### config.mk
export PLATFORM = sky130hd
export DESIGN_NAME = csr_unit
export DESIGN_NICKNAME = d
export VERILOG_FILES = /design/src/source/csr_pkg.sv /design/src/source/csr_op_decode.sv /design/src/source/csr_trap_regs.sv /design/src/source/csr_status_regs.sv /design/src/source/csr_read_merge.sv /design/src/source/csr_unit.sv
export SDC_FILE = /design/constraint.sdc
export NUM_CORES = 1
export LEC_CHECK = 0
export ABC_AREA = 1
export BUFFER_PORTS_ARGS = -buffer_cell sky130_fd_sc_hd__buf_4
export CORE_AREA = 5 5 120 150
export DETAILED_ROUTE_END_ITERATION = 6
export DIE_AREA = 0 0 125 155
export HOLD_SLACK_MARGIN = 0.03
export PLACE_DENSITY = 0.74
export SLEW_MARGIN = 20
export SYNTH_ARGS = -nofsm -noshare
export SYNTH_HDL_FRONTEND = slang
export SYNTH_SLANG_ARGS = --single-unit
### constraint.sdc
create_clock -name clk_i -period 5.3 [get_ports clk_i]
set_clock_uncertainty 0.2 [all_clocks]
set_input_delay 1.06 -clock clk_i [delete_from_list [all_inputs] [get_ports clk_i]]
set_output_delay 1.06 -clock clk_i [all_outputs]
set_load 0.005 [all_outputs]
### src/source/csr_pkg.sv
`default_nettype none

package csr_pkg;

   // widths with a meaning of their own
   typedef logic [31:0] xlen_t;
   typedef logic [11:0] csr_addr_t;
   typedef logic [31:2] pc_word_t;   // pc without the byte offset
   typedef logic [1:0]  exc_t;

   typedef enum logic [1:0] {
      OP_NONE = 2'b00,
      OP_RW   = 2'b01,
      OP_RS   = 2'b10,
      OP_RC   = 2'b11
   } csr_op_e;

   // execute-stage exception codes
   localparam exc_t EXC_NONE    = 2'b00;
   localparam exc_t EXC_ILLEGAL = 2'b01;
   localparam exc_t EXC_ECALL   = 2'b10;
   localparam exc_t EXC_BREAK   = 2'b11;

   localparam xlen_t CAUSE_ILLEGAL = 32'd2;
   localparam xlen_t CAUSE_ECALL   = 32'd11;   // ecall from m-mode
   localparam xlen_t CAUSE_BREAK   = 32'd3;

   localparam csr_addr_t ADDR_MSTATUS  = 12'h300;
   localparam csr_addr_t ADDR_MISA     = 12'h301;
   localparam csr_addr_t ADDR_MTVEC    = 12'h305;
   localparam csr_addr_t ADDR_MSTATUSH = 12'h310;
   localparam csr_addr_t ADDR_MSCRATCH = 12'h340;
   localparam csr_addr_t ADDR_MEPC     = 12'h341;
   localparam csr_addr_t ADDR_MCAUSE   = 12'h342;
   localparam csr_addr_t ADDR_MTVAL    = 12'h343;

   // A, B, F and M
   localparam xlen_t MISA_EXT_MASK = 32'h0000_1023;

   typedef struct packed {
      xlen_t set;
      xlen_t clear;
   } csr_wr_t;

   typedef struct packed {
      logic mstatus;
      logic misa;
      logic mtvec;
      logic mscratch;
      logic mepc;
      logic mcause;
      logic mstatush;
      logic mtval;
   } csr_sel_t;

   typedef csr_sel_t csr_ack_t;   // same layout, driven by the banks

   typedef struct packed {
      logic     valid;
      exc_t     code;
      pc_word_t pc;
   } trap_t;

endpackage

`default_nettype wire

### src/source/csr_op_decode.sv
`timescale 1ns/10ps
`default_nettype none

module csr_op_decode (
   input  wire csr_pkg::csr_op_e   op_i,
   input  wire                     source_sel_i,   // 0 = rs1, 1 = uimm
   input  wire [4:0]               rs1_label_i,
   input  wire csr_pkg::xlen_t     rs1_value_i,
   input  wire                     en_i,
   input  wire csr_pkg::csr_addr_t addr_i,

   output csr_pkg::csr_wr_t        wr_o,
   output csr_pkg::csr_sel_t       sel_o
);

   import csr_pkg::*;

   xlen_t source;

   assign source = source_sel_i ? {27'd0, rs1_label_i} : rs1_value_i;

   // set and clear masks for the register banks
   always_comb begin
      wr_o = '0;
      case (op_i)
         OP_RW: begin
            wr_o.set   = source;
            wr_o.clear = ~source;
         end
         OP_RS: begin
            wr_o.set = source;
         end
         OP_RC: begin
            wr_o.clear = source;
         end
         default: begin
            wr_o = '0;   // OP_NONE, read only
         end
      endcase
   end

   // one compare per register
   always_comb begin
      sel_o          = '0;
      sel_o.mstatus  = en_i && (addr_i == ADDR_MSTATUS);
      sel_o.misa     = en_i && (addr_i == ADDR_MISA);
      sel_o.mtvec    = en_i && (addr_i == ADDR_MTVEC);
      sel_o.mscratch = en_i && (addr_i == ADDR_MSCRATCH);
      sel_o.mepc     = en_i && (addr_i == ADDR_MEPC);
      sel_o.mcause   = en_i && (addr_i == ADDR_MCAUSE);
      sel_o.mstatush = en_i && (addr_i == ADDR_MSTATUSH);
      sel_o.mtval    = en_i && (addr_i == ADDR_MTVAL);
   end

   // catches two registers mapped to the same address
   a_sel_onehot0: assert final ($onehot0(sel_o))
      else $error("csr_op_decode: more than one select for addr %h", addr_i);

endmodule

`default_nettype wire

### src/source/csr_trap_regs.sv
`timescale 1ns/10ps
`default_nettype none

module csr_trap_regs #(
   parameter csr_pkg::xlen_t MTVEC_RESET = 32'h0000_0000
) (
   input  wire                   clk_i,
   input  wire                   rst_n_i,

   input  wire csr_pkg::csr_wr_t  wr_i,
   input  wire csr_pkg::csr_sel_t sel_i,
   input  wire csr_pkg::trap_t    trap_i,

   output csr_pkg::csr_ack_t      ack_o,
   output csr_pkg::xlen_t         mtvec_o,
   output csr_pkg::xlen_t         mepc_o,
   output csr_pkg::xlen_t         mcause_o
);

   import csr_pkg::*;

   pc_word_t mtvec_q;   // direct mode only
   pc_word_t mepc_q;
   xlen_t    mcause_q;

   xlen_t mtvec_wr;
   xlen_t mepc_wr;
   xlen_t mcause_wr;
   xlen_t trap_cause;

   assign mtvec_o  = {mtvec_q, 2'b00};
   assign mepc_o   = {mepc_q, 2'b00};
   assign mcause_o = mcause_q;

   assign mtvec_wr  = (mtvec_o & ~wr_i.clear) | wr_i.set;
   assign mepc_wr   = (mepc_o & ~wr_i.clear) | wr_i.set;
   assign mcause_wr = (mcause_o & ~wr_i.clear) | wr_i.set;

   always_comb begin
      case (trap_i.code)
         EXC_ILLEGAL: trap_cause = CAUSE_ILLEGAL;
         EXC_ECALL:   trap_cause = CAUSE_ECALL;
         EXC_BREAK:   trap_cause = CAUSE_BREAK;
         default:     trap_cause = '0;
      endcase
   end

   always_comb begin
      ack_o        = '0;
      ack_o.mtvec  = sel_i.mtvec;
      ack_o.mepc   = sel_i.mepc;
      ack_o.mcause = sel_i.mcause;
   end

   always_ff @(posedge clk_i or negedge rst_n_i) begin
      if (!rst_n_i) begin
         mtvec_q  <= MTVEC_RESET[31:2];
         mepc_q   <= '0;
         mcause_q <= '0;
      end else begin
         if (sel_i.mtvec) begin
            mtvec_q <= mtvec_wr[31:2];
         end
         if (trap_i.valid) begin   // trap beats a csr write
            mepc_q   <= trap_i.pc;
            mcause_q <= trap_cause;
         end else begin
            if (sel_i.mepc) begin
               mepc_q <= mepc_wr[31:2];
            end
            if (sel_i.mcause) begin
               mcause_q <= mcause_wr;
            end
         end
      end
   end

   // valid is formed upstream from ex_en and a nonzero code
   a_trap_code: assert property (@(posedge clk_i) disable iff (!rst_n_i)
      trap_i.valid |-> (trap_i.code != EXC_NONE))
      else $error("csr_trap_regs: valid trap without exception code");

endmodule

`default_nettype wire

### src/source/csr_status_regs.sv
`timescale 1ns/10ps
`default_nettype none

module csr_status_regs #(
   parameter csr_pkg::xlen_t MISA_EXT_RESET = 32'h0000_0000
) (
   input  wire                    clk_i,
   input  wire                    rst_n_i,

   input  wire csr_pkg::csr_wr_t  wr_i,
   input  wire csr_pkg::csr_sel_t sel_i,
   input  wire csr_pkg::trap_t    trap_i,

   output csr_pkg::csr_ack_t      ack_o,
   output csr_pkg::xlen_t         mstatus_o,
   output csr_pkg::xlen_t         misa_o,
   output csr_pkg::xlen_t         mscratch_o,

   output logic                   is_a_supported_o,
   output logic                   is_b_supported_o,
   output logic                   is_f_supported_o,
   output logic                   is_m_supported_o
);

   import csr_pkg::*;

   localparam int MIE_BIT  = 3;
   localparam int MPIE_BIT = 7;
   localparam int EXT_A    = 0;
   localparam int EXT_B    = 1;
   localparam int EXT_F    = 5;
   localparam int EXT_M    = 12;

   localparam xlen_t MSTATUS_MPP = 32'h0000_1800;   // mpp fixed at 11
   localparam xlen_t MISA_MXL    = 32'h4000_0000;   // mxl = 01, 32 bit

   logic  mie_q;
   logic  mpie_q;
   xlen_t misa_ext_q;
   xlen_t mscratch_q;

   xlen_t mstatus_wr;
   xlen_t misa_wr;
   xlen_t mscratch_wr;

   always_comb begin
      mstatus_o           = MSTATUS_MPP;
      mstatus_o[MIE_BIT]  = mie_q;
      mstatus_o[MPIE_BIT] = mpie_q;
   end

   assign misa_o     = MISA_MXL | misa_ext_q;
   assign mscratch_o = mscratch_q;

   assign mstatus_wr  = (mstatus_o & ~wr_i.clear) | wr_i.set;
   assign misa_wr     = (misa_o & ~wr_i.clear) | wr_i.set;
   assign mscratch_wr = (mscratch_o & ~wr_i.clear) | wr_i.set;

   assign is_a_supported_o = misa_ext_q[EXT_A];
   assign is_b_supported_o = misa_ext_q[EXT_B];
   assign is_f_supported_o = misa_ext_q[EXT_F];
   assign is_m_supported_o = misa_ext_q[EXT_M];

   // mstatush and mtval have no storage, only an ack
   always_comb begin
      ack_o          = '0;
      ack_o.mstatus  = sel_i.mstatus;
      ack_o.misa     = sel_i.misa;
      ack_o.mscratch = sel_i.mscratch;
      ack_o.mstatush = sel_i.mstatush;
      ack_o.mtval    = sel_i.mtval;
   end

   always_ff @(posedge clk_i or negedge rst_n_i) begin
      if (!rst_n_i) begin
         mie_q      <= 1'b0;
         mpie_q     <= 1'b0;
         misa_ext_q <= MISA_EXT_RESET & MISA_EXT_MASK;
         mscratch_q <= '0;
      end else begin
         if (trap_i.valid) begin
            mpie_q <= mie_q;   // push mie
            mie_q  <= 1'b0;
         end else if (sel_i.mstatus) begin
            mie_q  <= mstatus_wr[MIE_BIT];
            mpie_q <= mstatus_wr[MPIE_BIT];
         end
         if (sel_i.misa) begin
            misa_ext_q <= misa_wr & MISA_EXT_MASK;
         end
         if (sel_i.mscratch) begin
            mscratch_q <= mscratch_wr;
         end
      end
   end

endmodule

`default_nettype wire

### src/source/csr_read_merge.sv
`timescale 1ns/10ps
`default_nettype none

module csr_read_merge (
   input  wire                    en_i,
   input  wire csr_pkg::csr_ack_t ack_i,

   input  wire csr_pkg::xlen_t    mstatus_i,
   input  wire csr_pkg::xlen_t    misa_i,
   input  wire csr_pkg::xlen_t    mtvec_i,
   input  wire csr_pkg::xlen_t    mscratch_i,
   input  wire csr_pkg::xlen_t    mepc_i,
   input  wire csr_pkg::xlen_t    mcause_i,

   output csr_pkg::xlen_t         read_o,
   output logic                   illegal_o
);

   import csr_pkg::*;

   // unacked values drop out, zero registers contribute nothing
   assign read_o = ({32{ack_i.mstatus}}  & mstatus_i)
                 | ({32{ack_i.misa}}     & misa_i)
                 | ({32{ack_i.mtvec}}    & mtvec_i)
                 | ({32{ack_i.mscratch}} & mscratch_i)
                 | ({32{ack_i.mepc}}     & mepc_i)
                 | ({32{ack_i.mcause}}   & mcause_i);

   assign illegal_o = en_i && (ack_i == '0);

   // acks come from two banks; no access may be claimed twice
   a_ack_on: assert final (!en_i || $onehot0(ack_i))
      else $error("csr_read_merge: %0d acks for one access", $countones(ack_i));

   a_ack_off: assert final (en_i || (ack_i == '0))
      else $error("csr_read_merge: ack without en_i");

endmodule

`default_nettype wire

### src/source/csr_unit.sv
`timescale 1ns/10ps
`default_nettype none

module csr_unit #(
   parameter csr_pkg::xlen_t MTVEC_RESET    = 32'h0000_0100,
   parameter csr_pkg::xlen_t MISA_EXT_RESET = 32'h0000_1001
) (
   input  wire                     clk_i,
   input  wire                     rst_n_i,

   input  wire                     ex_en_i,
   input  wire csr_pkg::exc_t      exception_i,

   input  wire                     en_i,
   input  wire csr_pkg::csr_op_e   op_i,
   input  wire                     source_sel_i,
   input  wire [4:0]               rs1_label_i,
   input  wire csr_pkg::xlen_t     rs1_value_i,
   input  wire csr_pkg::csr_addr_t addr_i,
   input  wire csr_pkg::pc_word_t  pc_i,

   output csr_pkg::xlen_t          read_o,
   output csr_pkg::xlen_t          mtvec_o,
   output csr_pkg::xlen_t          mepc_o,

   output logic                    is_a_supported_o,
   output logic                    is_b_supported_o,
   output logic                    is_f_supported_o,
   output logic                    is_m_supported_o,

   output logic                    illegal_o
);

   import csr_pkg::*;

   csr_wr_t  wr;
   csr_sel_t sel;
   trap_t    trap;
   csr_ack_t trap_ack;
   csr_ack_t status_ack;
   csr_ack_t ack;

   xlen_t mcause;
   xlen_t mstatus;
   xlen_t misa;
   xlen_t mscratch;

   always_comb begin
      trap.valid = ex_en_i && (exception_i != EXC_NONE);
      trap.code  = exception_i;
      trap.pc    = pc_i;
   end

   assign ack = trap_ack | status_ack;   // banks own disjoint fields

   csr_op_decode u_decode (
      .op_i         (op_i),
      .source_sel_i (source_sel_i),
      .rs1_label_i  (rs1_label_i),
      .rs1_value_i  (rs1_value_i),
      .en_i         (en_i),
      .addr_i       (addr_i),
      .wr_o         (wr),
      .sel_o        (sel)
   );

   csr_trap_regs #(
      .MTVEC_RESET (MTVEC_RESET)
   ) u_trap_regs (
      .clk_i    (clk_i),
      .rst_n_i  (rst_n_i),
      .wr_i     (wr),
      .sel_i    (sel),
      .trap_i   (trap),
      .ack_o    (trap_ack),
      .mtvec_o  (mtvec_o),
      .mepc_o   (mepc_o),
      .mcause_o (mcause)
   );

   csr_status_regs #(
      .MISA_EXT_RESET (MISA_EXT_RESET)
   ) u_status_regs (
      .clk_i            (clk_i),
      .rst_n_i          (rst_n_i),
      .wr_i             (wr),
      .sel_i            (sel),
      .trap_i           (trap),
      .ack_o            (status_ack),
      .mstatus_o        (mstatus),
      .misa_o           (misa),
      .mscratch_o       (mscratch),
      .is_a_supported_o (is_a_supported_o),
      .is_b_supported_o (is_b_supported_o),
      .is_f_supported_o (is_f_supported_o),
      .is_m_supported_o (is_m_supported_o)
   );

   csr_read_merge u_read_merge (
      .en_i       (en_i),
      .ack_i      (ack),
      .mstatus_i  (mstatus),
      .misa_i     (misa),
      .mtvec_i    (mtvec_o),
      .mscratch_i (mscratch),
      .mepc_i     (mepc_o),
      .mcause_i   (mcause),
      .read_o     (read_o),
      .illegal_o  (illegal_o)
   );

endmodule

`default_nettype wire

==> After elaboration in Yosys (flattened, before gate mapping) <==
Index checks and enable logic that the tools add are counted.
Widths: inputs -> output; s select.
{ "totals": {"inputBits": 88, "word_cells": 75, "romBits": 0, "out_inout_bits": 101, "mem_bits_rw": 0, "register_bits": 130, "latch_bits": 0, "memories": 0} }
{ "op_classes": {"shift": 0, "n_eq_ne": 14, "n_addsub": 0, "magnitude_cmp": 0, "div": 0, "multipliers": 0, "n_mux": 12, "bitwise": 26, "reduce_logical": 16} }
{ "op_table": {"columns": ["op", "count"], "rows": [
  ["$or 32x32->32", 9],
  ["$and 32x32->32", 8],
  ["$mux 32", 4],
  ["$eq 12x10->1 const B", 8],
  ["$not 32->32", 2],
  ["$pmux 32 s2", 1],
  ["$mux 30", 2],
  ["$and 32x13->32", 1],
  ["$and 32x31->32", 1],
  ["$and 13x13->13", 1],
  ["$or 13x13->13", 1],
  ["$pmux 4 s3", 1],
  ["$logic_and 1x1->1", 10],
  ["$and 8x8->8", 1],
  ["$eq 2x2->1 const B", 4],
  ["$logic_not 8->1", 1],
  ["$or 6x8->8", 1],
  ["$or 8x8->8", 1],
  ["$reduce_bool 2->1", 4],
  ["$eq 2x1->1 const B", 2],
  ["$mux 1", 4],
  ["$reduce_or 2->1", 1]
]} }

==> Longest topological paths before layout <==
{ "depth": {"word_depth": 9, "ltp_mapped": 10} }

==> By module <==
From an unflattened synthesis, not the netlist that was laid out.
{ "unflattened": {"cells_unflattened": 1503, "hier_area_um2": 9491.6} }
{ "by_module_without_submodules": {"columns": ["module", "n_inst", "seq_area_each_um2", "area_each_um2", "cells_per_inst"], "rows": [
  ["csr_trap_regs", 1, 2303.5, 4558.1, 605],
  ["csr_status_regs", 1, 953.4, 2144.6, 270],
  ["csr_read_merge", 1, 0.0, 1785.5, 415],
  ["csr_op_decode", 1, 0.0, 942.2, 202],
  ["csr_unit", 1, 0.0, 61.3, 11]
]} }

==> Worst setup path before layout <==
Ideal clock, no wire load.
{ "synth_timing": {"kind": "input-to-output", "from": "in addr_i[11]", "to": "out read_o[29]", "cell_stages": 9, "arrival_ns": 2.033, "path_buffers": 2, "path_slack_ns": 2.007, "path_cell_list": "nor2_2 -> nand2_1 -> nor2_4 -> nand2_2 -> nor2_4 -> buf_6 -> buf_4 -> nand2_1 -> nand4_1"} }
{ "synth_between": {"elab_chain_cells": 9} }
{ "synth_rtl": {"columns": ["item", "line_no", "rtl"], "rows": [
  ["start: declaration", "csr_unit.sv:19", "input wire csr_pkg::csr_addr_t addr_i,"],
  ["$eq 12x10->1 (on tied branches)", "csr_op_decode.sv:45, csr_op_decode.sv:46", null],
  ["$logic_and 1x1->1 (on tied branches)", "csr_op_decode.sv:45, csr_op_decode.sv:46", null],
  ["$or 6x8->8 (*)", "csr_unit.sv:54", "assign ack = trap_ack | status_ack;"],
  ["$and 32x13->32 or $and 32x31->32 (tied branches)", "csr_read_merge.sv:22, csr_read_merge.sv:23", null],
  ["$or 32x32->32", "csr_read_merge.sv:23", "| ({32{ack_i.misa}} & misa_i)"],
  ["$or 32x32->32", "csr_read_merge.sv:24", "| ({32{ack_i.mtvec}} & mtvec_i)"],
  ["$or 32x32->32", "csr_read_merge.sv:25", "| ({32{ack_i.mscratch}} & mscratch_i)"],
  ["$or 32x32->32", "csr_read_merge.sv:26", "| ({32{ack_i.mepc}} & mepc_i)"],
  ["$or 32x32->32 (*)", "csr_read_merge.sv:27", "| ({32{ack_i.mcause}} & mcause_i);"],
  ["end: declaration", "csr_unit.sv:22", "output csr_pkg::xlen_t read_o,"]
]} }
Every way passes the cells marked *; elsewhere a longest branch is shown, timed or not.

==> Worst setup path in the final report <==
{ "layout_timing": {"from": "in addr_i[11]", "to": "out read_o[24]"} }
The elaborated chain is that of the path after synthesis.

==> run metrics <==
DR pass1 iterations 5; Cell variety after synth 30; routed len/inst 17.1 um; most frequent cells in the layout nand2_1 (527), buf_4 (200), dfrtp_1 (127); worst-path fanout max 39; global-route wire length before repair 44,100 um; I/O pins 189; Pins Over Slew Limit 0; H-tree levels 4; vias per inst 5.43; CP Class in2out; multi-input logic area 0.00407 sq mm; Max IR drop VDD 0.206 mV; Worst EP arrival 2.74 ns; Setup violations, final 0; Post-Synthesis Cell Area 0.00799 sq mm; sequential cell area 0.00326 sq mm; RSZ-0062 raised after global routing no; Die ar. 0.0194 sq mm; Synth area leaders dfrtp_1 (40%), nand2_1 (25%), o21ai_0 (6.4%); TritonCTS Buffers 17; slew margin rel. 29.4%; CP Launch Type primary input; clk sink count 130; Psw 758 uW; vias 8,630; crit end category primary output; Comb pwr share 14.3%; IO buf count 184; status finished clean; Power Internal 2090 uW; Reg clk slew, reported paths 0.06 ns; post-CTS setup buffers 0; CTS Hold Buffers Added 0; synthesis-to-layout area growth 26.7%; RD Place Congestion 0.869; Nets 1,445; clk_lat worst skew 0.42 ns; final hold vios 0; antenna viol nets, final 0; DRT iter0 DRCs 720; final worst path period need 4.00 ns; post-synth top area share 39.8%; number of cell rows 53; share of cells above drive strength 1 19.4%; Syn. warnings 0; Total Power 2850 uW; Sum Neg Setup Slack 0 ns; Clock Path Buffers 2; filler cell count 1,557; core box area 0.0165 sq mm; die width 125 um; critical path required time 4.04 ns; GRT Util Overall 27.9%; Seq pwr share 38.3%; Final HPWL DP 18,000 um; average cell area after synthesis 6.67 sq um; post-CTS sizing 0; TritonCTS clock tree yes; commonest non-fill, non-tap cell in the layout nand2_1; Ant. Diodes 0; sequential area share after synthesis 40.8%; vias in the first global route 8,484; Die Y 155 um; largest net degree at the start of global routing 110; drt total wl 27,200 um; number of synthesized register bits 130; hold slack 0.290 ns; Fmax 0.250 GHz; Mapped Cells 1,198; switching part of the total 26.6%; remaining global-route overflow 0; clk root buf clkbuf_16; Max-Cap Viols 0; Clk pwr share 47.4%; Slew @ Worst Pin 1.05 ns; drt drc 0; final core occ 61.3%; Leak 0.00505 uW; initial antenna violation count 0; cell taking the most area after synthesis dfrtp_1; hold crit path type reg2reg; Power per Cell Area 282 mW/mm^2; Initial Util 48.4%; final worst path period share 75.4%
==> area by class of cell <==
type	count	share of cell area (%)
multi-input cells	918	40.2
flip-flops and latches	130	32.2
repair buffers	201	15.0
clock buffers	21	4.75
inverters	87	3.23
well taps	220	2.72
clock inverters	11	1.97
==> cells in the mapped netlist (all sizes together) <==
| cell type | n |
|---|---|
| dfrtp | 127 |
| ha | 2 |
| nor2 | 76 |
| or2 | 5 |
| a31oi | 22 |
| nand4 | 35 |
| nand3b | 2 |
| o21ai | 137 |
| clkbuf | 27 |
| o21a | 1 |
| nand2 | 533 |
| dfstp | 3 |
| conb | 1 |
| nand3 | 98 |
| buf | 39 |
| and2 | 1 |
| a21oi | 2 |
| inv | 87 |
==> through the flow <==
stage                     instance area [sq um]  worst slack, ns  std cells
after detailed placement                   9440             1.34       1556
after global routing                      10100             1.13       1588
after CTS                                 10100             1.34       1588
after global placement                     9440             1.36       1556
after floorplan                            8000             2.01       1201
final                                     10100             1.30       1588
==> sequential cells by signal, summed over array words and instances (netlist names) <==
name / count
u_status_regs.mscratch_o: 32
u_status_regs.misa_ext_q: 4
u_trap_regs.mcause_o: 32
u_status_regs.mie_q: 1
u_trap_regs.mtvec_q: 30
u_trap_regs.mepc_q: 30
u_status_regs.mpie_q: 1
==> final timing paths <==
check | to | from | slack (ns) | cells past startpoint
max | read_o[24] | addr_i[11] | 1.30 | 10
min | u_status_regs.mscratch_o[13] | u_status_regs.mscratch_o[13] | 0.29 | 2
max reg2reg | u_trap_regs.mcause_o[20] | u_trap_regs.mcause_o[20] | 4.19 | 4
min reg2reg | u_status_regs.mscratch_o[13] | u_status_regs.mscratch_o[13] | 0.29 | 2
max in group asynchronous | u_status_regs.misa_ext_q[12] | rst_n_i | 3.38 | 2
min in group asynchronous | u_trap_regs.mepc_q[14] | rst_n_i | 0.52 | 1
==> power groups by stage <==
stage / Combinational, uW / Clock, uW / Sequential [uW]
final: 407 / 1350 / 1090
after CTS: 407 / 1360 / 1090
after global routing: 455 / 1410 / 1100
after global placement: 399 / 0 / 1110
after floorplan: 205 / 0 / 1100
after detailed placement: 406 / 0 / 1110
==> layer usage <==
layer  GRT usage (%)  vias to the layer above  share of wire, %
li1                -                     4143                 -
met3            5.46                       54               7.1
met5               0                        -                 0
met4            10.8                        0               2.7
met2            47.6                      377                50
met1            35.1                     4056                41
==> worst max-delay path: stages <==
cell and delay [ns]:
buf_4 0.11, nor2_2 0.12, nand2_1 0.11, nor2_4 0.28, nand2_1 0.14, nor2_4 0.10
buf_4 0.42, nand2_1 0.12, nand4_1 0.13, buf_4 0.12
==> kinds of logic after synthesis <==
kind of cell	share of synthesized area [%]
buffers and inverters	8.72
other	0.0469
AND/OR/NAND/NOR	39.6
AO/OA/AOI/OAI	10.6
adder cells (fa/ha/maj)	0.313
flip-flops	40.8
(Power assumes the default switching activity.)
